<file path="config.mk">
export PLATFORM = sky130hd
export DESIGN_NAME = cdb_arbiter
export DESIGN_NICKNAME = d
export VERILOG_FILES = /design/src/logic/ooo_pkg.sv /design/src/logic/cdb_arbiter.sv
export SDC_FILE = /design/constraint.sdc
export NUM_CORES = 1
export LEC_CHECK = 0
export ABC_AREA = 1
export ABC_CLOCK_PERIOD_IN_PS = 1300
export BUFFER_PORTS_ARGS = -buffer_cell sky130_fd_sc_hd__buf_2
export CORE_UTILIZATION = 42
export CTS_BUF_LIST = sky130_fd_sc_hd__clkbuf_2 sky130_fd_sc_hd__clkbuf_4 sky130_fd_sc_hd__clkbuf_8
export CTS_CLUSTER_DIAMETER = 100
export DETAILED_ROUTE_END_ITERATION = 8
export GPL_ROUTABILITY_DRIVEN = 0
export GPL_TIMING_DRIVEN = 1
export PLACE_DENSITY = 0.82
export SLEW_MARGIN = 0
export SYNTH_ARGS = -nofsm -noshare
export SYNTH_HDL_FRONTEND = slang
export SYNTH_SLANG_ARGS = --single-unit
export TNS_END_PERCENT = 30
</file>
<file path="constraint.sdc">
create_clock -name clk_100mhz -period 1.3 [get_ports clk_100mhz]
set_input_delay 0.13 -clock clk_100mhz [delete_from_list [all_inputs] [get_ports clk_100mhz]]
set_output_delay 0.13 -clock clk_100mhz [all_outputs]
set_load 0.02 [all_outputs]
</file>
<file path="src/logic/ooo_pkg.sv">
package ooo_pkg;

  localparam int XLEN = 32;
  localparam int NUM_REGS = 32; // x0 reads as zero
  localparam int ROB_DEPTH = 8;
  localparam int IMM_W = 28;
  localparam int REG_IDX_W = $clog2(NUM_REGS);
  localparam int ROB_TAG_W = $clog2(ROB_DEPTH);

  typedef logic [REG_IDX_W-1:0] reg_idx_t;
  typedef logic [ROB_TAG_W-1:0] rob_tag_t;
  typedef logic [XLEN-1:0] word_t;

  // MUL goes to the multiply station, everything else to the ALU
  typedef enum logic [3:0] {
    ADD  = 4'd0,
    SUB  = 4'd1,
    AND  = 4'd2,
    OR   = 4'd3,
    XOR  = 4'd4,
    SLL  = 4'd5,
    SRL  = 4'd6,
    SRA  = 4'd7,
    SLT  = 4'd8,
    SLTU = 4'd9,
    MUL  = 4'd10
  } alu_op_e;

  typedef struct packed {
    alu_op_e op;
    reg_idx_t rd;
    reg_idx_t rs1;
    reg_idx_t rs2;
    logic use_imm;
    logic [IMM_W-1:0] imm; // sign-extended at issue
  } uop_t;

  typedef struct packed {
    logic ready;
    rob_tag_t tag;   // producer, meaningful while not ready
    word_t value;
  } operand_t;

  typedef struct packed {
    alu_op_e op;
    operand_t src1;
    operand_t src2;
    rob_tag_t dest;
  } rs_entry_t;

  typedef struct packed {
    logic valid;
    rob_tag_t tag;
    word_t value;
  } cdb_t;

  typedef struct packed {
    logic valid;
    rob_tag_t tag;
    word_t value;
  } fu_result_t;

endpackage

</file>
<file path="src/logic/cdb_arbiter.sv">
`timescale 1ns/1ps

module cdb_arbiter (
  input  logic clk_100mhz,
  input  logic sys_rst,
  input  ooo_pkg::fu_result_t i_alu,
  input  ooo_pkg::fu_result_t i_mul,
  output logic o_alu_taken,
  output logic o_mul_taken,
  output ooo_pkg::cdb_t o_cdb
);
  import ooo_pkg::*;

  cdb_t cdb_q;

  assign o_alu_taken = i_alu.valid; // ALU always wins
  assign o_mul_taken = i_mul.valid && !i_alu.valid;
  assign o_cdb = cdb_q;

  always_ff @(posedge clk_100mhz) begin
    if (sys_rst) begin
      cdb_q.valid <= 1'b0;
    end else begin
      cdb_q.valid <= o_alu_taken || o_mul_taken;
      cdb_q.tag <= o_alu_taken ? i_alu.tag : i_mul.tag;
      cdb_q.value <= o_alu_taken ? i_alu.value : i_mul.value;
    end
  end

  // a granted result leaves its unit, so it is never broadcast twice
  a_alu_released: assert property (@(posedge clk_100mhz) disable iff (sys_rst)
    o_alu_taken |=> !(i_alu.valid && i_alu.tag == $past(i_alu.tag)));

  a_mul_released: assert property (@(posedge clk_100mhz) disable iff (sys_rst)
    o_mul_taken |=> !(i_mul.valid && i_mul.tag == $past(i_mul.tag)));

endmodule

</file>
==> metrics.cfg <==
[detailed_routing]
via_per_inst = 4.39
avgRoutedWirePerCell_um = 10.6
antenna_left = 0
dr.first_iter.drc_count = 106
wl_um = 3390
drcViolationCount = 0
dr.pass1.iters = 4
routed-via-count = 1396

[global_route]
grt_pass1_wl_um = 5470
grt_max_degree = 36
grt_pass1_vias = 1264
grt_use_total_pct = 18.2
grt_antenna_before_repair = 0
grt_overflow_total = 0

[synth]
synth_top_area_cell = edfxtp_1
syn-num-nets = 229
synthTopCellsByCount = 96 x nand2_1, 35 x edfxtp_1, 9 x nand2_2
synth.distinct_cells = 12
synth_seq_cells = 36
synth_top_area_share_pct = 65.8
synth_edf_count = 35
synth_area_sq_um = 1600
syn_area_per_cell_sq_um = 10.3
ys.flop_type = edfxtp_1
synthArstFlopShare_pct = 0
yosys_warnings = 0
seq_area_frac_synth_pct = 67.1
yosys-top-cells-area = edfxtp_1 66%, nand2_1 23%, nand2_2 3.5%
yosysMostFrequentCell = nand2_1
postSynthCellCount = 155

[cells_and_area]
stdcell_count = 318
multiInputGateArea_sq_um = 428
drive_gt1_share_pct = 48.9
regArea_sq_um = 1070
num_antenna_cells = 0
fin_nets = 343
syn2layout_area_growth_pct = 40.2
fillCellCount = 335
largest_reg_flops = 36

[cts]
cts.sinks = 36
path_clk_slew_ns = 0.07
post_cts_buffers = 0
root_buffer = clkbuf_8
cts_tree = yes
cts_resized = 0
clk_path_buf_depth = 2
htree_levels = 2
cts_hold_buf = 0
numCtsBuffers = 5

[power_and_ir_drop]
p_leak_nw = 1.18
ir_worst_vdd_v = 0.000749
power.density_nw_per_um2 = 1190
power.total_w = 0.00266

[placed_design]
io_buffers = 111
hpwl_um = 2600
dp.cells = 310

[floorplan]
fp.coreArea_sq_um = 3660
die_area_sq_um = 4050
die_w_um = 63.7
io_pins = 112
initial_utilization_pct = 43.6
rows = 22
die_height_um = 63.7

[sta]
post-route-min-period_ns = 0.972
finalSetupTns_ns = 0
tightest_slew_ns = 0.563
max-slew-margin-rel_pct = 62.4
final-setup-viol-count = 0
max_freq_mhz = 1030
hold_viol = 0
rsz0062_at_grt = no
min_period_over_period_pct = 74.7
slew_viol_final = 0
hold_slack_ns = 0.0187

[critical_path]
cp.arrival_ns = 0.84
cpPeakStageDelay_ns = 0.39
critPathRequiredTime_ns = 1.17
slowest_stage = edfxtp_1
cp_max_fo = 1
worst-setup-path-type = flop to primary output
critPathBufInv = 1
crit_chain = buf_2
cp_top_family = flip-flops
cp-start-kind = flop
worstSetupEndpointType = primary output

[run]
cap_violations = 0

[worst_hold_path]
hold_class = input pin to flop

[status]
status = completed

-- metrics by stage --
step	setup slack [ns]	area [sq um]	utilization, %
floorplan	0.0951	1600	-
global placement	0.325	2160	58.9
detailed placement	0.278	2160	58.9
CTS	0.316	2240	61.1
global route	0.280	2240	61.1
finish	0.328	2240	61.1
-- worst paths after layout --
check                  from         to  slack (ns)  cells after the start
setup / recovery  o_cdb[23]  o_cdb[23]        0.33                      1
hold / removal      sys_rst  o_cdb[35]        0.02                      2
-- power breakdown --
| group | switching [W] | internal (W) | leakage, nW |
|---|---|---|---|
| combinational | 0.000309 | 0.000195 | 0.789 |
| sequential | 0.0000242 | 0.00140 | 0.350 |
| clock | 0.000367 | 0.000363 | 0.0453 |
-- cell type report --
class	count	share of cell area, %
sequential	36	47.8
timing repair buffer	115	26.2
multi-input combinational	108	19.1
clock buffer	5	3.07
tap	48	2.68
clock inverter	3	0.615
inverter	3	0.503
-- placed cells by master (no fill, tap or decap) --
master and count:
inv_2 1, nor2_1 3, inv_1 2, edfxtp_1 35
buf_4 4, dfxtp_1 1, clkinv_2 2, buf_2 111
clkinv_1 1, nand2_1 96, nand2_2 9, clkbuf_8 5
-- routing by layer --
layer / global-route usage, % / up-vias / wire length (um)
met5: 0 / - / 0
met4: 5.97 / 0 / 51
met3: 7.43 / 5 / 324
met2: 32.4 / 72 / 1750
met1: 19.2 / 601 / 1250
li1: - / 718 / -
-- kinds of logic (layout without fill, tap and decap cells) --
family                 Yosys count  in the layout  synth area share (%)
buffers and inverters           11            126                  6.11
DFF                             36             36                  67.1
and+or+nand+nor                108            108                  26.8
Power figures use the tool's default switching activity.
