### src/logic/ooo_pkg.sv
package ooo_pkg;

  localparam int XLEN = 32;
  localparam int NUM_REGS = 32; // x0 reads as zero
  localparam int ROB_DEPTH = 8;
  localparam int IMM_W = 28;
  localparam int REG_IDX_W = $clog2(NUM_REGS);
  localparam int ROB_TAG_W = $clog2(ROB_DEPTH);

  typedef logic [REG_IDX_W-1:0] reg_idx_t;
  typedef logic [ROB_TAG_W-1:0] rob_tag_t;
  typedef logic [XLEN-1:0] word_t;

  // MUL goes to the multiply station, everything else to the ALU
  typedef enum logic [3:0] {
    ADD  = 4'd0,
    SUB  = 4'd1,
    AND  = 4'd2,
    OR   = 4'd3,
    XOR  = 4'd4,
    SLL  = 4'd5,
    SRL  = 4'd6,
    SRA  = 4'd7,
    SLT  = 4'd8,
    SLTU = 4'd9,
    MUL  = 4'd10
  } alu_op_e;

  typedef struct packed {
    alu_op_e op;
    reg_idx_t rd;
    reg_idx_t rs1;
    reg_idx_t rs2;
    logic use_imm;
    logic [IMM_W-1:0] imm; // sign-extended at issue
  } uop_t;

  typedef struct packed {
    logic ready;
    rob_tag_t tag;   // producer, meaningful while not ready
    word_t value;
  } operand_t;

  typedef struct packed {
    alu_op_e op;
    operand_t src1;
    operand_t src2;
    rob_tag_t dest;
  } rs_entry_t;

  typedef struct packed {
    logic valid;
    rob_tag_t tag;
    word_t value;
  } cdb_t;

  typedef struct packed {
    logic valid;
    rob_tag_t tag;
    word_t value;
  } fu_result_t;

endpackage

### src/logic/register_status.sv
`timescale 1ns/1ps

module register_status (
  input  logic clk_100mhz,
  input  logic sys_rst,
  input  ooo_pkg::reg_idx_t [1:0] i_src_idx,
  input  logic i_alloc,
  input  ooo_pkg::reg_idx_t i_alloc_rd,
  input  ooo_pkg::rob_tag_t i_alloc_tag,
  input  logic i_commit_valid,
  input  ooo_pkg::reg_idx_t i_commit_rd,
  input  ooo_pkg::rob_tag_t i_commit_tag,
  input  ooo_pkg::word_t i_commit_value,
  output logic [1:0] o_tag_pending,
  output ooo_pkg::rob_tag_t [1:0] o_tag,
  output ooo_pkg::word_t [1:0] o_value
);
  import ooo_pkg::*;

  logic [NUM_REGS-1:0] pending; // rename tag valid
  rob_tag_t tags [NUM_REGS];
  word_t rf [NUM_REGS];

  always_comb begin
    for (int k = 0; k < 2; k++) begin
      o_tag_pending[k] = pending[i_src_idx[k]];
      o_tag[k] = tags[i_src_idx[k]];
      o_value[k] = (i_src_idx[k] == '0) ? '0 : rf[i_src_idx[k]];
    end
  end

  always_ff @(posedge clk_100mhz) begin
    if (sys_rst) begin
      pending <= '0;
      for (int r = 0; r < NUM_REGS; r++) begin
        rf[r] <= '0;
      end
    end else begin
      if (i_commit_valid && i_commit_rd != '0) begin
        rf[i_commit_rd] <= i_commit_value;
        // only the newest writer clears the tag
        if (tags[i_commit_rd] == i_commit_tag) begin
          pending[i_commit_rd] <= 1'b0;
        end
      end
      // a fresh rename beats the commit clear above
      if (i_alloc && i_alloc_rd != '0) begin
        pending[i_alloc_rd] <= 1'b1;
        tags[i_alloc_rd] <= i_alloc_tag;
      end
    end
  end

endmodule

### config.mk
export PLATFORM = sky130hd
export DESIGN_NAME = register_status
export DESIGN_NICKNAME = d
export VERILOG_FILES = /design/src/logic/ooo_pkg.sv /design/src/logic/register_status.sv
export SDC_FILE = /design/constraint.sdc
export NUM_CORES = 2
export LEC_CHECK = 0
export BUFFER_PORTS_ARGS = -buffer_cell sky130_fd_sc_hd__buf_4
export CORE_ASPECT_RATIO = 1.2
export CORE_MARGIN = 2
export CORE_UTILIZATION = 45
export DETAILED_ROUTE_END_ITERATION = 12
export GPL_TIMING_DRIVEN = 0
export REMOVE_ABC_BUFFERS = 1
export SKIP_CTS_REPAIR_TIMING = 1
export SYNTH_ARGS = -nofsm -noshare
export SYNTH_HDL_FRONTEND = slang
export SYNTH_SLANG_ARGS = --single-unit
### constraint.sdc
create_clock -name clk_100mhz -period 5.1 [get_ports clk_100mhz]
set_input_delay 0 -clock clk_100mhz [delete_from_list [all_inputs] [get_ports clk_100mhz]]
set_output_delay 0 -clock clk_100mhz [all_outputs]
set_load 0.01 [all_outputs]
==> impl_results.md <==
- Status: completed
- Gate count of the mapped netlist: 3,762
- TritonCTS clock tree: built
- Worst reg2reg path depth: 8
- Fill count: 10,739
- Async set-reset flop share out of synthesis: 0%
- R2r endpoint: pending[26]
- Netlist cell types: 45
- Largest family of logic cells by synthesized area: multiplexers
- Setup TNS: 0 ns
- Synthesized cell area: 0.0617 mm²
- Vias per cell: 6.47
- First-pass GRT wire length: 286,000 µm
- Die Ht: 409 µm
- Hold Crit Start: i_alloc
- Synthesized area per cell: 16.4 µm²
- Layout cells sized above 1: 31.8%
- Yosys reg bits: 1,152
- Pre-antenna DRT Iters: 5
- Post-Synth Simple-Gate Area: 11.9%
- PortBufs: 133
- Antenna violations before repair: 8
- Final setup fails: 0
- Met3 GRT Util: 4.88%
- Clock skew: 0.0374 ns
- WP data arrival: 5.00 ns
- Post-placement setup slack: 1.15 ns
- Startpoint Class: primary input
- Total track usage: 29.3%
- Most frequent cells in the layout: 1,120 x edfxtp_1, 995 x and2_1, 720 x mux4_2
- Clk root buf: clkbuf_16
- Wire length per cell: 35.6 µm
- Predominant post-synthesis flop cell: edfxtp_1
- Row Count: 148
- Chip width: 342 µm
- Global routing usage on met2: 46.8%
- Final nets: 3,891
- Post-Synth XOR/XNOR Area: 0%
- Initial Utilization: 45.4%
- Vias: 37,100
- Final period util: 85.0%
- Slew margin rel.: 8.79%
- Floorplan core area: 0.136 mm²
- Drt total wl: 204,000 µm
- PD cells: 323 mW/mm²
- Final cell count without fillers: 5,734
- Crit Path Max Fanout: 63
- Top Usage Layer GRT: met2
- P&R area growth vs syn: 15.7%
- Dpl cells: 5,452
- Antenna viol nets, final: 0
- Seq/Total Area, Yosys: 55.6%
- Total congestion overflow: 0
- Reg2reg setup slack: 1.27 ns
- Worst Setup Path Type: primary input to flop
- Detailed Route Iter0 Violations: 4,334
- H-tree Lvls: 3
- Clk slew on worst S/H paths: 0.07 ns
- DP HPWL: 128,000 µm
- Slew @ Worst Pin: 1.37 ns
- RSZ-0062 raised after global routing: false
- Final Critical Period: 4.34 ns
- Vias in the first global route: 38,063
- Placer Congestion: 0.835
- Worst Hold Path EP: pending[27]
- Peak VDD IR: 0.322 mV
- Final setup margin: 0.764 ns
- Largest net degree at the start of global routing: 94
- Fin. Hold Viols: 0
- Final Hold Slack: 0.0154 ns
- Commonest non-fill, non-tap cell in the layout: edfxtp_1
- M1 GR Usage: 38.2%
- I/O pin cnt: 134
- Worst Hold Depth: 5
- Worst min-delay path class: primary input to flop
- CTS buffer count: 120
- Adder-cell share of the synthesized area: 0%
- DIE AREA: 0.140 mm²
- Clock tree buffer depth: 3
- Max-cap viol count: 0
- Compound-Gate Fraction of Synth Area: 1.51%
- Clk sinks: 1,152
- CP Capture Type: flop
- Reg-to-Reg Start: tags[27][1]
- LEAKAGE: 24.1 nW
- Fmax achieved: 0.231 GHz
- Post-synthesis mux area share: 28.3%
- Critical Path RT: 5.76 ns
- Post-synth EDFFs: 1,120
- Worst-Skew Late Latency: 0.78 ns
- Syn. warnings: 0
- Slew Viols, Final: 0
- Total chip power: 23.0 mW
- Residual DRC: 0
[kinds of logic after synthesis]
| group | after synthesis |
|---|---|
| muxes | 840 |
| AOI/OAI and AO/OA | 130 |
| and+or+nand+nor | 1230 |
| buffers and inverters | 409 |
| other | 1 |
| DFF | 1152 |
[state kept, by name, indices dropped and copies added, names as in the netlist]
signal	flops
rf	1024
tags	96
pending	32
[cells in the mapped netlist, drive strengths merged (2+ instances only)]
cell / number / area (µm²)
edfxtp: 1120 / 33600
and2: 995 / 6220
mux4: 720 / 16200
clkbuf: 297 / 1110
nor2: 124 / 465
mux2i: 112 / 1120
buf: 103 / 522
a21oi: 38 / 190
nand2: 33 / 124
dfxtp: 32 / 641
o21ai: 30 / 150
a2111oi: 19 / 285
nor3: 17 / 85.1
o22ai: 16 / 106
a31oi: 12 / 75.1
nor2b: 11 / 68.8
nand2b: 10 / 62.6
nand3: 10 / 50.1
inv: 8 / 30.0
mux2: 8 / 90.1
a22oi: 7 / 52.6
o32ai: 7 / 61.3
nor4: 6 / 58.8
and3: 4 / 25.0
nand4b: 4 / 35.0
or4b: 4 / 47.6
or4: 3 / 26.3
nand4: 2 / 12.5
nand4bb: 2 / 22.5
[metal layers]
metal	vias up	wire (µm)
li1	14918	-
met1	19584	76500
met2	2040	98200
met3	552	16100
met4	6	13100
met5	-	32
[power by group]
group	leakage (nW)	switching (mW)	total (mW)	internal [mW]
Clock	1.91	3.86	8.87	5.02
Sequential	10.9	0.223	11.1	10.9
Combinational	11.3	1.60	3.06	1.46
Total	24.1	5.68	23.0	17.3
[worst max-delay path by stage]
| stage | from | endpoint | slack (ns) | cells past startpoint |
|---|---|---|---|---|
| final | sys_rst | pending[29] | 0.76 | 11 |
| after global routing | sys_rst | pending[30] | 0.64 | 11 |
| after CTS | tags[27][0] | pending[4] | 1.56 | 6 |
| after detailed placement | i_commit_rd[1] | pending[4] | 1.15 | 7 |
| after global placement | i_commit_rd[1] | rf[3][22] | -4.44 | 3 |
| after floorplan | i_commit_rd[0] | rf[24][0] | 1.76 | 3 |
[worst max-delay path, stage by stage]
cell           delay (ns)
dlygate4sd3_1        0.53
buf_4                0.82
clkinv_4             0.97
and3_1               0.59
and3_1               0.22
dlygate4sd3_1        0.58
nand2_1              0.11
inv_1                0.16
a2111oi_2            0.25
a22oi_1              0.11
dlygate4sd3_1        0.58
[cell type report]
cell class,instances,area [µm²],share of cell area (%)
repair buffers,311,4460,6.25
well taps,1800,2250,3.16
clock buffers,157,3280,4.59
flip-flops and latches,1152,34300,48.0
inverters,9,38.8,0.0544
clock inverters,63,612,0.857
multi-input cells,2235,26400,37.0
diodes,7,17.5,0.0245
[through the flow]
stage | cell area [µm²] | util, %
2_1_floorplan | 60100 | -
3_3_place_gp | 63400 | 46.7
3_5_place_dp | 66900 | 49.3
4_1_cts | 70800 | 52.2
5_1_grt | 71300 | 52.6
6_report | 71400 | 52.6
Power figures use the tool's default switching activity.
