--- src/logic/ooo_pkg.sv ---
package ooo_pkg;

  localparam int XLEN = 32;
  localparam int NUM_REGS = 32; // x0 reads as zero
  localparam int ROB_DEPTH = 8;
  localparam int IMM_W = 28;
  localparam int REG_IDX_W = $clog2(NUM_REGS);
  localparam int ROB_TAG_W = $clog2(ROB_DEPTH);

  typedef logic [REG_IDX_W-1:0] reg_idx_t;
  typedef logic [ROB_TAG_W-1:0] rob_tag_t;
  typedef logic [XLEN-1:0] word_t;

  // MUL goes to the multiply station, everything else to the ALU
  typedef enum logic [3:0] {
    ADD  = 4'd0,
    SUB  = 4'd1,
    AND  = 4'd2,
    OR   = 4'd3,
    XOR  = 4'd4,
    SLL  = 4'd5,
    SRL  = 4'd6,
    SRA  = 4'd7,
    SLT  = 4'd8,
    SLTU = 4'd9,
    MUL  = 4'd10
  } alu_op_e;

  typedef struct packed {
    alu_op_e op;
    reg_idx_t rd;
    reg_idx_t rs1;
    reg_idx_t rs2;
    logic use_imm;
    logic [IMM_W-1:0] imm; // sign-extended at issue
  } uop_t;

  typedef struct packed {
    logic ready;
    rob_tag_t tag;   // producer, meaningful while not ready
    word_t value;
  } operand_t;

  typedef struct packed {
    alu_op_e op;
    operand_t src1;
    operand_t src2;
    rob_tag_t dest;
  } rs_entry_t;

  typedef struct packed {
    logic valid;
    rob_tag_t tag;
    word_t value;
  } cdb_t;

  typedef struct packed {
    logic valid;
    rob_tag_t tag;
    word_t value;
  } fu_result_t;

endpackage

--- src/logic/reservation_station.sv ---
`timescale 1ns/1ps

module reservation_station #(
  parameter int RS_DEPTH = 4
) (
  input  logic clk_100mhz,
  input  logic sys_rst,
  input  logic i_insert,
  input  ooo_pkg::rs_entry_t i_entry,
  input  ooo_pkg::cdb_t i_cdb,
  input  logic i_fu_busy,
  output logic [$clog2(RS_DEPTH+1)-1:0] o_free,
  output logic o_issue_valid,
  output ooo_pkg::rs_entry_t o_issue
);
  import ooo_pkg::*;

  localparam int IDX_W = (RS_DEPTH > 1) ? $clog2(RS_DEPTH) : 1;

  logic [RS_DEPTH-1:0] busy;
  rs_entry_t slot [RS_DEPTH];
  logic [IDX_W-1:0] age [RS_DEPTH]; // count of younger slots
  logic [IDX_W-1:0] ins_idx;
  logic [IDX_W-1:0] sel_idx;
  logic found;
  rs_entry_t ins_entry;

  function automatic operand_t snoop(operand_t opnd, cdb_t cdb);
    operand_t res;
    res = opnd;
    if (!opnd.ready && cdb.valid && cdb.tag == opnd.tag) begin
      res.ready = 1'b1;
      res.value = cdb.value;
    end
    return res;
  endfunction

  always_comb begin
    ins_entry = i_entry;
    ins_entry.src1 = snoop(i_entry.src1, i_cdb); // same-cycle broadcast
    ins_entry.src2 = snoop(i_entry.src2, i_cdb);
  end

  // lowest free slot for insert, oldest ready slot for dispatch
  always_comb begin
    found = 1'b0;
    sel_idx = '0;
    ins_idx = '0;
    o_free = '0;
    for (int i = RS_DEPTH - 1; i >= 0; i--) begin
      if (!busy[i]) begin
        ins_idx = IDX_W'(i);
        o_free = o_free + 1'b1;
      end
      if (busy[i] && slot[i].src1.ready && slot[i].src2.ready &&
          (!found || age[i] > age[sel_idx])) begin
        found = 1'b1;
        sel_idx = IDX_W'(i);
      end
    end
  end

  assign o_issue_valid = found && !i_fu_busy;
  assign o_issue = slot[sel_idx];

  always_ff @(posedge clk_100mhz) begin
    if (sys_rst) begin
      busy <= '0;
    end else begin
      if (o_issue_valid) begin
        busy[sel_idx] <= 1'b0;
      end
      if (i_insert) begin
        busy[ins_idx] <= 1'b1;
      end
    end
  end

  always_ff @(posedge clk_100mhz) begin
    for (int i = 0; i < RS_DEPTH; i++) begin
      slot[i].src1 <= snoop(slot[i].src1, i_cdb);
      slot[i].src2 <= snoop(slot[i].src2, i_cdb);
      if (busy[i]) begin
        // older slots move up a rank when a younger one leaves
        age[i] <= age[i] + IDX_W'(i_insert)
                  - IDX_W'(o_issue_valid && age[i] > age[sel_idx]);
      end
    end
    if (i_insert) begin
      slot[ins_idx] <= ins_entry;
      age[ins_idx] <= '0;
    end
  end

  // issue unit checks the free count before inserting
  a_insert_not_full: assert property (@(posedge clk_100mhz) disable iff (sys_rst)
    i_insert |-> o_free != '0);

endmodule

--- config.mk ---
export PLATFORM = sky130hd
export DESIGN_NAME = reservation_station
export DESIGN_NICKNAME = d
export VERILOG_FILES = /design/src/logic/ooo_pkg.sv /design/src/logic/reservation_station.sv
export SDC_FILE = /design/constraint.sdc
export NUM_CORES = 1
export LEC_CHECK = 0
export CORE_UTILIZATION = 45
export DETAILED_ROUTE_END_ITERATION = 16
export DONT_BUFFER_PORTS = 1
export SLEW_MARGIN = 20
export SYNTH_ARGS = -nofsm -noshare
export SYNTH_HDL_FRONTEND = slang
export SYNTH_SLANG_ARGS = --single-unit
--- constraint.sdc ---
create_clock -name clk_100mhz -period 19.65 [get_ports clk_100mhz]
set_input_delay 4.9125 -clock clk_100mhz [delete_from_list [all_inputs] [get_ports clk_100mhz]]
set_output_delay 4.9125 -clock clk_100mhz [all_outputs]
set_load 0.01 [all_outputs]
==> flow_summary_export.csv <==
group,metric,value,unit
run_status,status,"complete, no violations",
synthesis,ys_seq_area_share,59.6,%
pwr,p_leak,0.00632,uW
synthesis,netlist_instances,1118,
timing,maxSlewViolCount,0,
synthesis,yosysMostFrequentCell,"edfxtp_1",
route,wirelength,44000,um
die,die_x,192,um
synthesis,synth_commonest_cells,"308 x edfxtp_1, 257 x mux2_2, 95 x a22oi_1, 81 x o21ai_0, 66 x mux2i_1",
hold_path,hold_path.class,"flop to flop",
critical_path,critPathCaptureType,"primary output",
timing,rsz0062_at_grt,"no",
pwr,total_power,1730,uW
clock_network,cts_tree,"done",
pwr,seq_power_share,48.3,%
timing,slew_headroom,25.6,%
die,rows,69,
clock_network,cts_root_buf,"clkbuf_16",
pwr,p_sw,428,uW
synthesis,synth_area_leader_cell,"edfxtp_1",
route,ant_nets,0,
grt,grt-ovfl-total,0,
pwr,cell_internal_pwr,1300,uW
die,io_pins,202,
timing,max_freq,83.9,MHz
grt,gr-usage-all-layers,24.1,%
grt,grt_pass1_wl,64500,um
synthesis,synth_edf_count,308,
layout,post-route-util,50.4,%
clock_network,cts-resized-gates,0,
pwr,switching_share,24.8,%
timing,finalHoldViolCount,0,
critical_path,rr_worst_depth,32,
timing,layout_worst_path_cycle_share,60.7,%
route,avgViaCountPerCell,6.05,
placement,post-dp-hpwl,26400,um
timing,period_minus_slack,11.92,ns
grt,grt_pass1_vias,9858,
layout,nets,1254,
timing,finalSetupTns,0,ns
synthesis,synthFlopType,"edfxtp_1",
route,drtIter0Drc,635,
synthesis,async_reset_ff_share,0,%
layout,synthToLayoutAreaGrowth,10.4,%
synthesis,synth_area_leaders,"edfxtp_1 57%, mux2_2 18%, a22oi_1 4.4%",
pwr,combPwrFrac,12.5,%
clock_network,holdBufCountCts,0,
synthesis,yosys_register_bits,328,
synthesis,ys_types,45,
critical_path,path_max_fanout,28,
grt,grt_max_degree,64,
synthesis,netlist_area,0.0162,mm^2
hold_path,min_path_cells,2,
critical_path,crit_path_start_kind,"flop",
pwr,ir_drop,0.0000694,V
route,drcViolationCount,0,
synthesis,synth_top_area_share,57.1,%
clock_network,cts_buffer_depth,3,
route,vias,9691,
clock_network,cts_sinks,328,
critical_path,cp_data_arrival_time,7.01,ns
clock_network,cts_setup_buffers,0,
route,post_drt_wl_per_cell,27.5,um
die,core_area,0.0355,mm^2
layout,diodes,0,
clock_network,path_clk_slew,0.06,ns
critical_path,critPathKind,"flop to primary output",
pwr,p_per_area,96.6,mW/mm^2
die,start_util,45.6,%
placement,io_buffers,0,
pwr,clkPwrFrac,39.2,%
route,dr.pass1.iters,5,
layout,layout-drive-gt1-share,31.3,%
synthesis,syn_nets,1259,
die,die_h,192,um
timing,fin_worst_skew,0.0115,ns
critical_path,required,14.74,ns
flow_run,max_cap_viol_count,0,
clock_network,clk_latency,0.53,ns
clock_network,cts.htree.levels,2,
grt,antenna_found_initial,0,
timing,worst_pin_slew,1.11,ns
synthesis,avgSynthCellArea,14.5,um^2
timing,setup_viol,0,
synthesis,ys_warn_count,0,
placement,gp_congestion,0.856,
die,die_area,0.0367,mm^2
clock_network,cts_buffers,37,
[worst paths after layout]
kind              slack [ns]        start           to
setup / recovery        7.73      busy[3]  o_issue[57]
setup reg to reg       11.03      busy[3]    age[0][1]
hold reg to reg         0.51  slot[3][74]  slot[3][74]
hold / removal          0.51  slot[3][74]  slot[3][74]
[cells by family after synthesis]
group | synth area share (%)
flops | 59.6
mux | 22.0
compound gates | 9.27
simple gates | 2.87
buf+inv | 2.30
xor+xnor | 2.22
fa+ha+maj | 1.70
[final cells by class]
cell class | count | area, um^2
Clock buffer | 50 | 1050
Clock inverter | 16 | 130
Fill cell | 3032 | 17600
Inverter | 15 | 56.3
Multi-Input combinational cell | 709 | 6250
Sequential cell | 328 | 9650
Tap cell | 461 | 577
Timing Repair Buffer | 22 | 165
[state kept, by name (all words and copies together) (netlist names)]
signal	flops
age	8
slot	316
busy	4
[routing by layer]
| metal | up-vias | track usage [%] | part of all wire (%) |
|---|---|---|---|
| li1 | 4373 | - | - |
| met1 | 4926 | 30.3 | 40 |
| met3 | 80 | 7.03 | 8.4 |
| met4 | 0 | 7.69 | 3.0 |
| met2 | 312 | 39.8 | 48 |
| met5 | - | 0 | 0 |
[cell usage in the layout, fill, tap and decap left out, types with 9 or more instances in the layout]
master,instances
clkbuf_16,39
edfxtp_1,308
inv_1,15
mux2_2,257
xor2_1,15
a21oi_1,19
ha_1,22
a22oi_1,95
nand2_1,17
nor2_1,28
buf_4,22
xnor2_1,26
o21ai_0,81
dfxtp_1,20
nor3b_1,9
mux2i_1,66
[critical path, cell delays in order, from the launching register on]
cell      delay (ns)
dfxtp_1         0.43
nand3_1         0.19
nor2_1          0.12
a21oi_1         0.05
ha_1            0.30
nor2b_1         0.15
o211ai_1        0.43
nand2_4         0.47
mux2i_1         0.26
a21oi_1         0.19
ha_1            0.16
nor2b_1         0.05
o21ai_0         0.50
a21oi_1         0.14
a21oi_1         0.24
mux2_2          0.37
a21oi_1         0.15
ha_1            0.26
nor2b_1         0.15
o211ai_1        0.38
o2111a_1        1.01
a22oi_1         0.15
o21ai_0         0.32
[power by group through the flow]
stage | combinational, uW | sequential, uW | clock (uW)
after global placement | 212 | 848 | 0
after detailed placement | 216 | 849 | 0
after CTS | 217 | 834 | 690
after global routing | 237 | 839 | 714
final | 215 | 834 | 678
after floorplan | 163 | 841 | 0
[through the flow]
step	std cells	hold WS [ns]	worst slack [ns]	area, um^2
after global routing	1601	0.532	7.25	17900
after global placement	1535	0.505	8.51	16700
final	1601	0.509	7.73	17900
after detailed placement	1535	0.500	8.35	16700
after floorplan	1118	0.475	9.49	16200
after CTS	1601	0.510	7.73	17900
Power figures use the tool's default switching activity.
