==> src/logic/ooo_pkg.sv <==
package ooo_pkg;

  localparam int XLEN = 32;
  localparam int NUM_REGS = 32; // x0 reads as zero
  localparam int ROB_DEPTH = 8;
  localparam int IMM_W = 28;
  localparam int REG_IDX_W = $clog2(NUM_REGS);
  localparam int ROB_TAG_W = $clog2(ROB_DEPTH);

  typedef logic [REG_IDX_W-1:0] reg_idx_t;
  typedef logic [ROB_TAG_W-1:0] rob_tag_t;
  typedef logic [XLEN-1:0] word_t;

  // MUL goes to the multiply station, everything else to the ALU
  typedef enum logic [3:0] {
    ADD  = 4'd0,
    SUB  = 4'd1,
    AND  = 4'd2,
    OR   = 4'd3,
    XOR  = 4'd4,
    SLL  = 4'd5,
    SRL  = 4'd6,
    SRA  = 4'd7,
    SLT  = 4'd8,
    SLTU = 4'd9,
    MUL  = 4'd10
  } alu_op_e;

  typedef struct packed {
    alu_op_e op;
    reg_idx_t rd;
    reg_idx_t rs1;
    reg_idx_t rs2;
    logic use_imm;
    logic [IMM_W-1:0] imm; // sign-extended at issue
  } uop_t;

  typedef struct packed {
    logic ready;
    rob_tag_t tag;   // producer, meaningful while not ready
    word_t value;
  } operand_t;

  typedef struct packed {
    alu_op_e op;
    operand_t src1;
    operand_t src2;
    rob_tag_t dest;
  } rs_entry_t;

  typedef struct packed {
    logic valid;
    rob_tag_t tag;
    word_t value;
  } cdb_t;

  typedef struct packed {
    logic valid;
    rob_tag_t tag;
    word_t value;
  } fu_result_t;

endpackage

==> src/logic/reorder_buffer.sv <==
`timescale 1ns/1ps

module reorder_buffer (
  input  logic clk_100mhz,
  input  logic sys_rst,
  input  logic i_alloc,
  input  ooo_pkg::reg_idx_t i_alloc_rd,
  input  ooo_pkg::cdb_t i_cdb,
  input  ooo_pkg::rob_tag_t [1:0] i_lookup_tag,
  output ooo_pkg::rob_tag_t o_alloc_tag,
  output logic o_full,
  output logic [1:0] o_lookup_done,
  output ooo_pkg::word_t [1:0] o_lookup_value,
  output logic o_commit_valid,
  output ooo_pkg::reg_idx_t o_commit_rd,
  output ooo_pkg::rob_tag_t o_commit_tag,
  output ooo_pkg::word_t o_commit_value
);
  import ooo_pkg::*;

  logic [ROB_DEPTH-1:0] live;
  logic [ROB_DEPTH-1:0] done;
  reg_idx_t ent_rd [ROB_DEPTH];
  word_t ent_value [ROB_DEPTH];
  rob_tag_t head;
  rob_tag_t tail;
  logic [ROB_TAG_W:0] count;

  assign o_alloc_tag = tail;
  assign o_full = (count == ROB_DEPTH);

  always_comb begin
    for (int k = 0; k < 2; k++) begin
      o_lookup_done[k] = done[i_lookup_tag[k]];
      o_lookup_value[k] = ent_value[i_lookup_tag[k]];
    end
  end

  // head retires in the cycle after its CDB write
  assign o_commit_valid = live[head] && done[head];
  assign o_commit_rd = ent_rd[head];
  assign o_commit_tag = head;
  assign o_commit_value = ent_value[head];

  always_ff @(posedge clk_100mhz) begin
    if (sys_rst) begin
      live <= '0;
      done <= '0;
      head <= '0;
      tail <= '0;
      count <= '0;
    end else begin
      if (o_commit_valid) begin
        live[head] <= 1'b0;
        head <= head + 1'b1; // depth is a power of two
      end
      if (i_alloc) begin
        live[tail] <= 1'b1;
        done[tail] <= 1'b0;
        tail <= tail + 1'b1;
      end
      if (i_cdb.valid) begin
        done[i_cdb.tag] <= 1'b1;
      end
      case ({i_alloc, o_commit_valid})
        2'b10: count <= count + 1'b1;
        2'b01: count <= count - 1'b1;
        default: count <= count;
      endcase
    end
  end

  always_ff @(posedge clk_100mhz) begin
    if (i_alloc) begin
      ent_rd[tail] <= i_alloc_rd;
    end
    if (i_cdb.valid) begin
      ent_value[i_cdb.tag] <= i_cdb.value;
    end
  end

  // issue must hold off while the ring is full
  a_alloc_not_full: assert property (@(posedge clk_100mhz) disable iff (sys_rst)
    i_alloc |-> !o_full);

  // live bits and the occupancy count must agree
  a_commit_not_empty: assert property (@(posedge clk_100mhz) disable iff (sys_rst)
    o_commit_valid |-> count != '0);

  // a broadcast tag always belongs to an op still in flight
  a_cdb_live_entry: assert property (@(posedge clk_100mhz) disable iff (sys_rst)
    i_cdb.valid |-> live[i_cdb.tag]);

endmodule

==> config.mk <==
export PLATFORM = sky130hd
export DESIGN_NAME = reorder_buffer
export DESIGN_NICKNAME = d
export VERILOG_FILES = /design/src/logic/ooo_pkg.sv /design/src/logic/reorder_buffer.sv
export SDC_FILE = /design/constraint.sdc
export NUM_CORES = 1
export LEC_CHECK = 0
export BUFFER_PORTS_ARGS = -buffer_cell sky130_fd_sc_hd__buf_2
export CAP_MARGIN = 25
export CORE_UTILIZATION = 50
export DETAILED_ROUTE_END_ITERATION = 7
export PLACE_DENSITY = 0.77
export REMOVE_ABC_BUFFERS = 1
export SETUP_SLACK_MARGIN = 0.02
export SYNTH_ARGS = -nofsm -noshare
export SYNTH_HDL_FRONTEND = slang
export SYNTH_SLANG_ARGS = --single-unit
==> constraint.sdc <==
create_clock -name clk_100mhz -period 4.4 [get_ports clk_100mhz]
set_input_delay 0.66 -clock clk_100mhz [delete_from_list [all_inputs] [get_ports clk_100mhz]]
set_output_delay 0.66 -clock clk_100mhz [all_outputs]
set_load 0.01 [all_outputs]
==> impl_metrics.json <==
{
  "synth_top_area_share_pct": 53.66,
  "wl_per_cell_microns": 25.88,
  "status": "finished, final reports clean",
  "cp_max_fo": 26,
  "synth-edff-count": 296,
  "netlist_top_cells_count": "edfxtp_1 (296), mux4_2 (195), mux2_2 (104)",
  "yosys.area.top_type": "edfxtp_1",
  "cts.path.max_buffers": 3,
  "slew_headroom_pct": 35.79,
  "drive_gt1_share_pct": 53.60,
  "vias_per_cell": 6.280,
  "design.die.area_sq_um": 33860,
  "drc": 0,
  "hold_class": "input pin to register",
  "io_buffer_count": 160,
  "power_mw": 7.152,
  "die_h_microns": 184.0,
  "netlist-cell-type-count": 43,
  "maxSlewViolCount": 0,
  "p_leak_nw": 6.302,
  "ctsHoldBuffers": 0,
  "setup_tns_ns": 0,
  "clockRootBuffer": "clkbuf_16",
  "crit_path_end_kind": "primary output",
  "cp_num_buf_inv": 2,
  "critical_path.max_stage_delay_ns": 0.75,
  "hpwlAfterDp_mm": 23.41,
  "crit_family": "multiplexers",
  "setup_viol": 0,
  "grt_pass1_vias": 9558,
  "grt_max_degree": 67,
  "finalNetCount": 1057,
  "initial_core_util_pct": 50.92,
  "fmax_mhz": 297.4,
  "grt_pass1_wl_mm": 57.50,
  "drtPass1Iterations": 5,
  "synth_async_sr_flop_share_pct": 0,
  "num_rows": 66,
  "cap_violations": 0,
  "crit_arrival_ns": 2.70,
  "power.ir.vdd_worst_v": 0.0002052,
  "timing.final.crit_share_pct": 76.41,
  "power.density_nw_per_um2": 376.4,
  "num-fill-cells": 2431,
  "routabilityCongestion": 0.8131,
  "antenna_found_initial": 6,
  "tightest_slew_ns": 0.9632,
  "yosys_warnings": 0,
  "synthCells": 843,
  "final_hold_viol_count": 0,
  "avgSynthCellArea_sq_um": 19.65,
  "rsz0062_at_grt": "no",
  "yosys.cell_count.top_type": "edfxtp_1",
  "synth_seq_cells": 325,
  "vias": 9256,
  "synth_area_leaders": "edfxtp_1 (54%), mux4_2 (27%), mux2_2 (7.1%), dfxtp_1 (3.5%), mux4_1 (1.4%)",
  "fp.dieW_microns": 184.0,
  "clk_pin_slew_ns": 0.06,
  "syn-cell-area_sq_um": 16570,
  "ys.flop_type": "edfxtp_1",
  "htreeDepth": 2,
  "post-place-ws_ns": 1.246,
  "cts_resized": 0,
  "cts_sinks": 325,
  "crit_required_ns": 3.74,
  "totalWireLength_mm": 38.15,
  "fin_ws_ns": 1.038,
  "ys_seq_area_share_pct": 57.16,
  "antenna_left": 0,
  "overflow": 0,
  "startpoint_type": "register",
  "period_minus_slack_ns": 3.362,
  "drt_iter0_drc": 836,
  "area_growth_pct": 14.69,
  "track_usage_pct": 23.28,
  "skew_ns": 0.01194,
  "io_pins": 161,
  "tritoncts.num_buffers": 35,
  "postCtsSetupRepairBufs": 0,
  "path_cells": "buf_4 > mux4_2 > mux2_2 > buf_2",
  "path_class": "register to primary output",
  "coreArea_sq_um": 32540,
  "slowest_stage": "dfxtp_4",
  "clock_latency_ns": 0.51,
  "utilization_pct": 58.39,
  "cts_tree": "built"
}
## routing by layer
metal / global-route usage, % / up-vias / part of all wire [%]
met2: 39.09 / 365 / 51
met5: 0 / - / 0.071
met3: 4.754 / 78 / 7.8
met4: 7.600 / 4 / 2.3
li1: - / 3959 / -
met1: 30.52 / 4850 / 39
## worst paths after layout
| check | from | end | slack (ns) | depth (start not counted) |
|---|---|---|---|---|
| worst min-delay path | i_cdb[2] | ent_value[4][2]$_DFFE_PP_ | 0.41 | 1 |
| worst min register to register | live[2]$_SDFF_PP0_ | live[2]$_SDFF_PP0_ | 0.46 | 2 |
| worst max register to register | o_commit_tag[0]$_SDFFE_PP0N_ | count[2]$_SDFFE_PP0P_ | 1.45 | 11 |
| worst max-delay path | register | o_commit_value[14] | 1.04 | 4 |
## registers in the layout, summed over array words and instances, names as in the netlist, named ones only
| register | cells |
|---|---|
| count | 4 |
| done | 8 |
| ent_rd | 40 |
| ent_value | 256 |
| live | 8 |
| o_alloc_tag | 3 |
| o_commit_tag | 3 |
## cells by family (layout without fill, tap and decap cells)
family / after synthesis / count (layout) / share of synthesized area, %
other: 0 / 4 / 0
adders and majority gates: 5 / 5 / 0.3776
DFF: 325 / 325 / 57.16
and+or+nand+nor: 85 / 85 / 2.485
xor gates and xnor gates: 4 / 4 / 0.2115
buffers and inverters: 75 / 260 / 2.810
AOI/OAI and AO/OA: 36 / 36 / 1.375
muxes: 313 / 313 / 35.58
## placed cells by master (no fill, tap or decap), types with 7 or more instances in the layout
master | Yosys | routed
mux2_2 | 104 | 104
clkinv_1 | 1 | 7
mux4_1 | 9 | 9
nand2_1 | 24 | 24
inv_1 | 10 | 10
nor2_1 | 25 | 19
buf_4 | 2 | 22
buf_2 | 15 | 158
clkbuf_1 | 23 | 7
a21oi_1 | 19 | 19
mux4_2 | 195 | 195
edfxtp_1 | 296 | 296
dfxtp_1 | 29 | 26
clkbuf_16 | 0 | 37
## area by class of cell
type | instances | area [sq um] | share of cell area (%)
multi-input cells | 443 | 6686 | 35.19
inverters | 11 | 41.29 | 0.2173
repair buffers | 186 | 1076 | 5.663
clock buffers | 45 | 965.9 | 5.084
well taps | 442 | 553.0 | 2.911
clock inverters | 18 | 188.9 | 0.9944
diodes | 4 | 10.01 | 0.05268
flip-flops and latches | 325 | 9478 | 49.88
## report_power, final
part	internal (mW)	total [mW]	switching (mW)
clock network	1.79	2.94	1.15
registers	3.47	3.53	0.0615
logic	0.347	0.682	0.335
total	5.60	7.15	1.55
## metrics by stage
step / instances / hold WS, ns / cell area (sq um)
floorplan: 779 / 0.4305 / 16140
global placement: 1406 / 0.4466 / 17810
detailed placement: 1407 / 0.4532 / 17830
CTS: 1470 / 0.3922 / 18990
global route: 1472 / 0.4093 / 18990
finish: 1474 / 0.4136 / 19000
Power figures use the tool's default switching activity.
