===== src/logic/ooo_pkg.sv =====
package ooo_pkg;

  localparam int XLEN = 32;
  localparam int NUM_REGS = 32; // x0 reads as zero
  localparam int ROB_DEPTH = 8;
  localparam int IMM_W = 28;
  localparam int REG_IDX_W = $clog2(NUM_REGS);
  localparam int ROB_TAG_W = $clog2(ROB_DEPTH);

  typedef logic [REG_IDX_W-1:0] reg_idx_t;
  typedef logic [ROB_TAG_W-1:0] rob_tag_t;
  typedef logic [XLEN-1:0] word_t;

  // MUL goes to the multiply station, everything else to the ALU
  typedef enum logic [3:0] {
    ADD  = 4'd0,
    SUB  = 4'd1,
    AND  = 4'd2,
    OR   = 4'd3,
    XOR  = 4'd4,
    SLL  = 4'd5,
    SRL  = 4'd6,
    SRA  = 4'd7,
    SLT  = 4'd8,
    SLTU = 4'd9,
    MUL  = 4'd10
  } alu_op_e;

  typedef struct packed {
    alu_op_e op;
    reg_idx_t rd;
    reg_idx_t rs1;
    reg_idx_t rs2;
    logic use_imm;
    logic [IMM_W-1:0] imm; // sign-extended at issue
  } uop_t;

  typedef struct packed {
    logic ready;
    rob_tag_t tag;   // producer, meaningful while not ready
    word_t value;
  } operand_t;

  typedef struct packed {
    alu_op_e op;
    operand_t src1;
    operand_t src2;
    rob_tag_t dest;
  } rs_entry_t;

  typedef struct packed {
    logic valid;
    rob_tag_t tag;
    word_t value;
  } cdb_t;

  typedef struct packed {
    logic valid;
    rob_tag_t tag;
    word_t value;
  } fu_result_t;

endpackage


===== src/logic/issue_unit.sv =====
`timescale 1ns/1ps

module issue_unit #(
  parameter int RS_DEPTH = 4
) (
  input  logic i_op_valid,
  input  ooo_pkg::uop_t i_op,
  input  logic [$clog2(RS_DEPTH+1)-1:0] i_rs_alu_free, // free slot counts
  input  logic [$clog2(RS_DEPTH+1)-1:0] i_rs_mul_free,
  input  logic i_rob_full,
  input  ooo_pkg::rob_tag_t i_alloc_tag,
  input  logic [1:0] i_src_tag_pending,
  input  ooo_pkg::rob_tag_t [1:0] i_src_tag,
  input  ooo_pkg::word_t [1:0] i_rf_value,
  input  logic [1:0] i_rob_done,
  input  ooo_pkg::word_t [1:0] i_rob_value,
  output logic o_op_ready,
  output logic o_alloc,
  output logic o_rs_alu_insert,
  output logic o_rs_mul_insert,
  output ooo_pkg::rs_entry_t o_entry,
  output ooo_pkg::reg_idx_t [1:0] o_src_idx
);
  import ooo_pkg::*;

  logic is_mul;
  logic station_free;
  operand_t [1:0] src;

  assign is_mul = (i_op.op == MUL);
  assign station_free = is_mul ? (i_rs_mul_free != '0) : (i_rs_alu_free != '0);
  assign o_op_ready = !i_rob_full && station_free;
  assign o_alloc = i_op_valid && o_op_ready;
  assign o_rs_alu_insert = o_alloc && !is_mul;
  assign o_rs_mul_insert = o_alloc && is_mul;

  assign o_src_idx[0] = i_op.rs1;
  assign o_src_idx[1] = i_op.rs2;

  always_comb begin
    for (int k = 0; k < 2; k++) begin
      src[k].tag = i_src_tag[k];
      if (o_src_idx[k] == '0) begin // x0
        src[k].ready = 1'b1;
        src[k].value = '0;
      end else if (!i_src_tag_pending[k]) begin
        src[k].ready = 1'b1;
        src[k].value = i_rf_value[k];
      end else begin
        // producer may already have finished but not committed
        src[k].ready = i_rob_done[k];
        src[k].value = i_rob_value[k];
      end
    end
    if (i_op.use_imm) begin
      src[1].ready = 1'b1;
      src[1].value = {{(XLEN-IMM_W){i_op.imm[IMM_W-1]}}, i_op.imm};
    end
  end

  assign o_entry = '{op: i_op.op, src1: src[0], src2: src[1], dest: i_alloc_tag};

endmodule


===== config.mk =====
export PLATFORM = sky130hd
export DESIGN_NAME = issue_unit
export DESIGN_NICKNAME = d
export VERILOG_FILES = /design/src/logic/ooo_pkg.sv /design/src/logic/issue_unit.sv
export SDC_FILE = /design/constraint.sdc
export NUM_CORES = 1
export LEC_CHECK = 0
export BUFFER_PORTS_ARGS = -buffer_cell sky130_fd_sc_hd__buf_4
export CELL_PAD_IN_SITES_DETAIL_PLACEMENT = 0
export CELL_PAD_IN_SITES_GLOBAL_PLACEMENT = 2
export CORE_MARGIN = 2
export CORE_UTILIZATION = 10
export DETAILED_ROUTE_END_ITERATION = 6
export GPL_TIMING_DRIVEN = 1
export PLACE_DENSITY = 0.85
export RECOVER_POWER = 100
export SLEW_MARGIN = 10
export SYNTH_ARGS = -nofsm -noshare
export SYNTH_HDL_FRONTEND = slang
export SYNTH_SLANG_ARGS = --single-unit

===== constraint.sdc =====
create_clock -name vclk -period 1.53
set_input_delay 0.153 -clock vclk [all_inputs]
set_output_delay 0.153 -clock vclk [all_outputs]
set_load 0.005 [all_outputs]

==> run_results.csv, run 1 <==
group,metric,value,unit
timing,worst-slew-pin-transition,0.261,ns
worst_setup_path,cp_slowest_cell,"or4_4",
timing,post-route-worst-setup-slack,-0.0820,ns
die,core_area,14000,sq um
yosys,ys_types,20,
placement,dp_slack,-0.0843,ns
layout,fin_util,26.1,%
layout,stdcell_area,3650,sq um
outcome,status,"finished, violations left",
grt,grt_pass1_vias,2440,
clocking,postCtsHoldBufs,0,
yosys,netlist.area_leader.share,44.3,%
layout,seq_cells,0,
placement,dp.cells,630,
worst_setup_path,cpPeakStageDelay,0.54,ns
outcome,violations,"negative setup slack",
power,total_power,1.04,mW
placement,post-dp-hpwl,6850,microns
layout,final_common_cell,"buf_4",
yosys,synth_top_area_cell,"mux2i_1",
min_path,hp-class,"input port to output port",
placement,placed_area,3540,sq um
yosys,syn_nets,408,
worst_setup_path,crit_path_cell_trace,"buf_6 -> or4_4 -> o21bai_4 -> buf_12 -> buf_12 -> o21ai_1 -> buf_4",
route,drc_errors,0,
timing,hold_slack,0.306,ns
layout,diodes,0,
worst_setup_path,start_kind,"input port",
yosys,yosysWarnings,0,
yosys,synth_seq_area_share,0,%
yosys,synthCells,211,
route,wl_per_cell,12.6,microns
die,dieArea,15500,sq um
die,initial_utilization,10.3,%
route,wirelength,7990,microns
min_path,whs_path_depth,0,
worst_setup_path,required,1.38,ns
layout,final_cells,634,
layout,drive_gt1_share,66.3,%
timing,timing.final.crit_share,105,%
grt,global_route.overflow_total,0,
placement,port_buffers,267,
timing,min_period,1.61,ns
timing,setup_tns,-1.21,ns
timing,fmaxAchievable,0.620,GHz
route,vias,2440,
yosys,netlist_area,1450,sq um
route,first_pass_iters,4,
grt,grt_max_degree,29,
layout,register_area,0,sq um
worst_setup_path,crit_path_max_fanout,16,
layout,area_growth,152,%
timing,setup-violations-final,31,
power,power_density,284,nW/um^2
route,drt_iter0_drc,41,
die,std_cell_rows,43,
yosys,post_synth.cell_area_avg,6.86,sq um
die,die_h,124,microns
power,irDropWorstVdd,0.110,mV
grt,antenna_found_initial,0,
worst_setup_path,crit_type,"input port to output port",
layout,final_cell_mix,"243 x buf_4, 64 x mux2i_1, 34 x nor2_1",
timing,rsz0062_at_grt,"yes",
die,die_x,124,microns
layout,nets,653,
layout,fill_cells,1537,
grt,track_usage,8.90,%
worst_setup_path,cpMostUsedCell,"buf_12",
yosys,synth.area.top_cells,"mux2i_1 44%, buf_4 13%, nor2_1 8.8%",
route,ant_nets,0,
route,vias_per_cell,3.85,
flow_run,cap_violations,0,
placement,globalplace.congestion,0.885,
timing,hold_viol,0,
die,ios,290,
grt,grt_pass1_wl,11800,microns
timing,slew_violations,0,
power,power_leakage,2.00,nW
timing,slew_headroom,82.1,%
worst_setup_path,worstSetupEndpointType,"output port",
layout,nClkBuffers,0,
worst_setup_path,arrival,1.46,ns
## metal layers
metal | routed length (microns) | vias to the layer above | track usage (%)
met5 | 0 | - | 0
met2 | 4470 | 170 | 19.1
met4 | 38 | 0 | 0.463
li1 | - | 1198 | -
met3 | 783 | 6 | 1.80
met1 | 2700 | 1066 | 8.95
## synth_stat cells
cell type and n:
o21ai_0 22, nor3b_1 1, clkbuf_1 5, o21bai_4 1
mux2i_1 64, mux2_2 1, or4_4 1, nor2_2 1
or3b_2 2, o21ai_1 4, nand2_1 28, nor3_1 3
buf_4 26, nand2b_1 1, and4bb_2 1, or4_1 1
nor2_1 34, o21ai_2 6, buf_2 6, buf_6 3
## where the power goes
part           switching (mW)  internal (mW)
logic                   0.365          0.672
registers                   0              0
clock network               0              0
## area by class of cell
type	instances	area [sq um]	share of cell area (%)
Multi-Input combinational cell	171	1230	33.6
Tap cell	180	225	6.17
Timing Repair Buffer	283	2200	60.2
## cell families (layout without fill, tap and decap cells)
group                  Yosys count  after routing  synth area share, %
AOI/OAI and AO/OA               33             33                 13.9
buffers and inverters           40            283                 19.2
muxes                           65             65                 45.0
and+or+nand+nor                 73             73                 21.9
## path summary, 6_finish.rpt
| path | from | end | slack (ns) |
|---|---|---|---|
| max | i_op[31] | o_entry[23] | -0.08 |
| min | i_src_tag[3] | o_entry[35] | 0.31 |
## what timing repair did
| item | CTS | global route |
|---|---|---|
| buffers inserted | 0 | 2 |
| setup endpoints to repair | 35 | 33 |
| pin swaps | 0 | 10 |
| cloned | 0 | 2 |
| resized for setup | 20 | 19 |
## worst max-delay path, delay by kind of cell
| family | cells | cell delay, ns |
|---|---|---|
| buf+inv | 4 | 0.52 |
| simple gates | 1 | 0.54 |
| compound gates | 2 | 0.25 |
Note: power is estimated with default switching activity, not from simulation.
==> inputs of run 2 (changes only) <==
==> config.mk (replaced) <==
export PLATFORM = sky130hd
export DESIGN_NAME = issue_unit
export DESIGN_NICKNAME = d
export VERILOG_FILES = /design/src/logic/ooo_pkg.sv /design/src/logic/issue_unit.sv
export SDC_FILE = /design/constraint.sdc
export NUM_CORES = 1
export LEC_CHECK = 0
export ABC_CLOCK_PERIOD_IN_PS = 1530
export BUFFER_PORTS_ARGS = -buffer_cell sky130_fd_sc_hd__buf_4
export CORE_AREA = 2 2 113 115
export DETAILED_ROUTE_END_ITERATION = 6
export DIE_AREA = 0 0 115 117
export GPL_TIMING_DRIVEN = 1
export PLACE_DENSITY = 0.42
export SLEW_MARGIN = 10
export SYNTH_ARGS = -nofsm -noshare
export SYNTH_HDL_FRONTEND = slang
export SYNTH_SLANG_ARGS = --single-unit
==> run_results.csv, run 2 (same netlist as run 1, synthesis figures left out) <==
group,metric,value,unit
power,power_density,289,nW/um^2
min_path,min_from,"i_alloc_tag[0]",
timing,post-route-worst-setup-slack,-0.0417,ns
grt,track_usage,11.8,%
min_path,hp-class,"input port to output port",
layout,final_cells,602,
placement,globalplace.congestion,0.760,
placement,port_buffers,267,
placement,post-dp-hpwl,8180,microns
worst_setup_path,cpPeakStageDelay,0.54,ns
die,initial_utilization,11.8,%
timing,worst-slew-pin-transition,0.339,ns
outcome,violations,"negative setup slack",
worst_setup_path,crit_path_cell_trace,"buf_4 -> or4_4 -> o21bai_4 -> buf_8 -> o21ai_0 -> buf_4",
route,drt_iter0_drc,53,
grt,grt_max_degree,34,
min_path,holdPathEnd,"o_entry[0]",
route,vias_per_cell,4.05,
timing,slew_headroom,77.4,%
worst_setup_path,crit_type,"input port to output port",
timing,slew_violations,0,
route,ant_nets,0,
flow_run,cap_violations,0,
route,wirelength,9500,microns
layout,seq_cells,0,
timing,rsz0062_at_grt,"yes",
layout,nets,651,
grt,grt_pass1_wl,12500,microns
worst_setup_path,cpMostUsedCell,"buf_4",
clocking,postCtsHoldBufs,0,
die,std_cell_rows,41,
die,die_x,115,microns
worst_setup_path,cp_slowest_cell,"or4_4",
grt,global_route.overflow_total,0,
die,ios,290,
layout,nClkBuffers,0,
timing,hold_slack,0.306,ns
layout,final_cell_mix,"263 x buf_4, 64 x mux2i_1, 28 x nand2_1",
die,die_h,117,microns
die,dieArea,13500,sq um
timing,setup-violations-final,56,
grt,grt_pass1_vias,2389,
power,irDropWorstVdd,0.130,mV
die,core_area,12300,sq um
worst_setup_path,crit_path_max_fanout,13,
power,total_power,1.06,mW
timing,min_period,1.57,ns
min_path,whs_path_depth,0,
layout,area_growth,153,%
worst_setup_path,start_kind,"input port",
power,power_leakage,2.01,nW
placement,dp.cells,599,
layout,drive_gt1_share,67.5,%
layout,diodes,0,
timing,hold_viol,0,
timing,timing.final.crit_share,103,%
route,wl_per_cell,15.8,microns
route,vias,2441,
worst_setup_path,worstSetupEndpointType,"output port",
worst_setup_path,required,1.38,ns
outcome,status,"finished, violations left",
layout,register_area,0,sq um
timing,fmaxAchievable,0.636,GHz
timing,setup_tns,-1.38,ns
worst_setup_path,arrival,1.42,ns
grt,antenna_found_initial,0,
route,drc_errors,0,
layout,final_common_cell,"buf_4",
route,first_pass_iters,4,
-- run 2: changes by cell type in the layout (fill, tap and decap cells not counted), sizes merged --
| cell | change |
|---|---|
| buf | +26 |
| clkbuf | -28 |
-- run 2: layout make-up --
cell class / count / area (sq um)
multi-input combinational: 171 / 1240
tap: 150 / 188
timing repair buffer: 281 / 2230
fill: 1365 / 8650
-- run 2: worst max-delay path: cells and delay by family --
kind / cells / cell delay [ns]
and+or+nand+nor: 1 / 0.54
buffers and inverters: 3 / 0.44
AOI/OAI and AO/OA: 2 / 0.29
-- run 2: repair_timing --
action,CTS,global route
gates resized for setup,7,40
pin swaps,0,8
setup buffers,0,1
cloned,0,2
setup endpoints to repair,37,66
-- run 2: per-stage QoR --
step	area [sq um]	utilization, %	worst slack (ns)
finish	3670	29.8	-0.0417
global route	3670	29.8	-0.0997
CTS	3490	28.4	-0.0702
detailed placement	3480	28.3	-0.0900
global placement	3480	28.3	-0.0619
floorplan	1450	-	0.254
-- run 2: report_power, final --
part | internal, mW | switching [mW] | leakage, nW
Combinational | 0.681 | 0.380 | 2.01
Sequential | 0 | 0 | 0
Clock | 0 | 0 | 0
-- run 2: worst max-delay path by stage --
| stage | startpoint | to | slack, ns |
|---|---|---|---|
| after floorplan | i_op[31] | o_entry[13] | 0.25 |
| after global placement | i_op[31] | o_entry[15] | -0.06 |
| after detailed placement | i_op[31] | o_entry[16] | -0.09 |
| after CTS | i_op[31] | o_entry[30] | -0.07 |
| after global routing | i_op[31] | o_entry[28] | -0.1 |
| final | i_op[31] | o_entry[29] | -0.04 |
-- run 2: routing by layer --
layer | share of wire, % | vias up | GRT usage [%] | routed length [microns]
li1 | - | 1188 | - | -
met1 | 33 | 1087 | 12.0 | 3140
met2 | 56 | 162 | 25.4 | 5310
met3 | 11 | 4 | 2.57 | 1020
met4 | 0.26 | 0 | 0.321 | 25
met5 | 0 | - | 0 | 0
==> inputs of run 3 (changes only) <==
--- a/config.mk
+++ b/config.mk
@@ -10,7 +10,7 @@
 export CORE_AREA = 2 2 113 115
 export DETAILED_ROUTE_END_ITERATION = 6
 export DIE_AREA = 0 0 115 117
-export GPL_TIMING_DRIVEN = 1
+export GPL_TIMING_DRIVEN = 0
 export PLACE_DENSITY = 0.42
 export SLEW_MARGIN = 10
 export SYNTH_ARGS = -nofsm -noshare
==> run_results.csv, run 3 (same netlist as run 1, synthesis figures left out) <==
group,metric,value,unit
layout,drive_gt1_share,77.1,%
timing,slew_violations,0,
die,die_h,117,microns
route,wirelength,10300,microns
timing,setup-violations-final,32,
route,drt_iter0_drc,55,
worst_setup_path,cp_top_family,"buffers and inverters",
outcome,violations,"negative setup slack",
worst_setup_path,cp_slowest_cell,"or4_4",
layout,final_cell_mix,"266 x buf_4, 64 x mux2i_1, 36 x buf_6",
die,die_x,115,microns
worst_setup_path,start_kind,"input port",
layout,area_growth,201,%
layout,diodes,0,
timing,slew_headroom,72.0,%
layout,seq_cells,0,
grt,grt_pass1_vias,2703,
grt,grt_pass1_wl,14000,microns
timing,timing.final.crit_share,106,%
grt,grt-busiest-layer,"met2",
worst_setup_path,crit_type,"input port to output port",
layout,nets,696,
power,power_leakage,2.31,nW
route,drc_errors,0,
grt,gr-usage-met2,30.3,%
layout,register_area,0,sq um
power,power_density,297,nW/um^2
placement,globalplace.congestion,0.760,
timing,worst-slew-pin-transition,0.420,ns
timing,hold_viol,0,
grt,track_usage,13.3,%
route,ant_nets,0,
die,core_area,12300,sq um
worst_setup_path,required,1.38,ns
power,total_power,1.29,mW
die,dieArea,13500,sq um
outcome,status,"finished, violations left",
power,irDropWorstVdd,0.132,mV
grt,grtUsageMet3,2.99,%
route,first_pass_iters,4,
grt,grt_max_degree,11,
worst_setup_path,cpPeakStageDelay,0.55,ns
worst_setup_path,worstSetupEndpointType,"output port",
flow_run,cap_violations,0,
timing,fmaxAchievable,0.614,GHz
route,vias,2624,
route,wl_per_cell,16.0,microns
worst_setup_path,path_buf_inv,4,
grt,global_route.overflow_total,0,
route,vias_per_cell,4.06,
layout,fin_util,35.4,%
die,ios,290,
timing,rsz0062_at_grt,"yes",
layout,nClkBuffers,0,
die,std_cell_rows,41,
die,initial_utilization,11.8,%
grt,antenna_found_initial,0,
worst_setup_path,crit_path_max_fanout,8,
layout,final_common_cell,"buf_4",
timing,min_period,1.63,ns
min_path,hp-class,"input port to output port",
grt,met1_usage,12.2,%
placement,port_buffers,274,
placement,post-dp-hpwl,8790,microns
worst_setup_path,crit_path_cell_trace,"buf_6 -> or4_4 -> o21bai_4 -> buf_12 -> buf_8 -> o21ai_2 -> buf_4",
timing,post-route-worst-setup-slack,-0.0990,ns
worst_setup_path,arrival,1.48,ns
run 3: repair_timing:
item	in CTS	in global routing
hold buffers	0	0
gates resized for setup	86	75
cloned	6	0
pin swaps	32	19
buffers inserted	5	1
endpoints found under the setup margin	60	64
run 3: routing by layer:
| layer | up-vias | part of all wire [%] |
|---|---|---|
| met5 | - | 0 |
| li1 | 1283 | - |
| met1 | 1173 | 31 |
| met2 | 168 | 58 |
| met3 | 0 | 11 |
| met4 | 0 | 0 |
run 3: report_power, final:
group / internal (mW) / switching, mW
Clock: 0 / 0
Combinational: 0.823 / 0.470
Sequential: 0 / 0
Total: 0.823 / 0.470
run 3: path summary, 6_finish.rpt:
path | endpoint | depth (start not counted) | start
setup / recovery | o_entry[29] | 7 | i_op[31]
hold / removal | o_entry[73] | 2 | i_src_tag[2]
run 3: cell type report:
type / instances / area, sq um
buffer: 40 / 339
fill: 1310 / 7950
multi-input combinational: 171 / 1470
tap: 150 / 188
timing repair buffer: 286 / 2360
run 3: stage by stage:
| stage | hold slack [ns] | area [sq um] | worst slack (ns) | setup TNS (ns) | instances |
|---|---|---|---|---|---|
| 2_1_floorplan | 0.337 | 1450 | 0.254 | 0 | 211 |
| 3_5_place_dp | 0.472 | 3690 | -0.149 | -5.93 | 635 |
| 3_3_place_gp | 0.473 | 3690 | -0.200 | -7.09 | 635 |
| 4_1_cts | 0.473 | 4060 | -0.0983 | -2.29 | 646 |
| 5_1_grt | 0.474 | 4360 | -0.127 | -3.35 | 647 |
| 6_report | 0.472 | 4360 | -0.0990 | -2.18 | 647 |
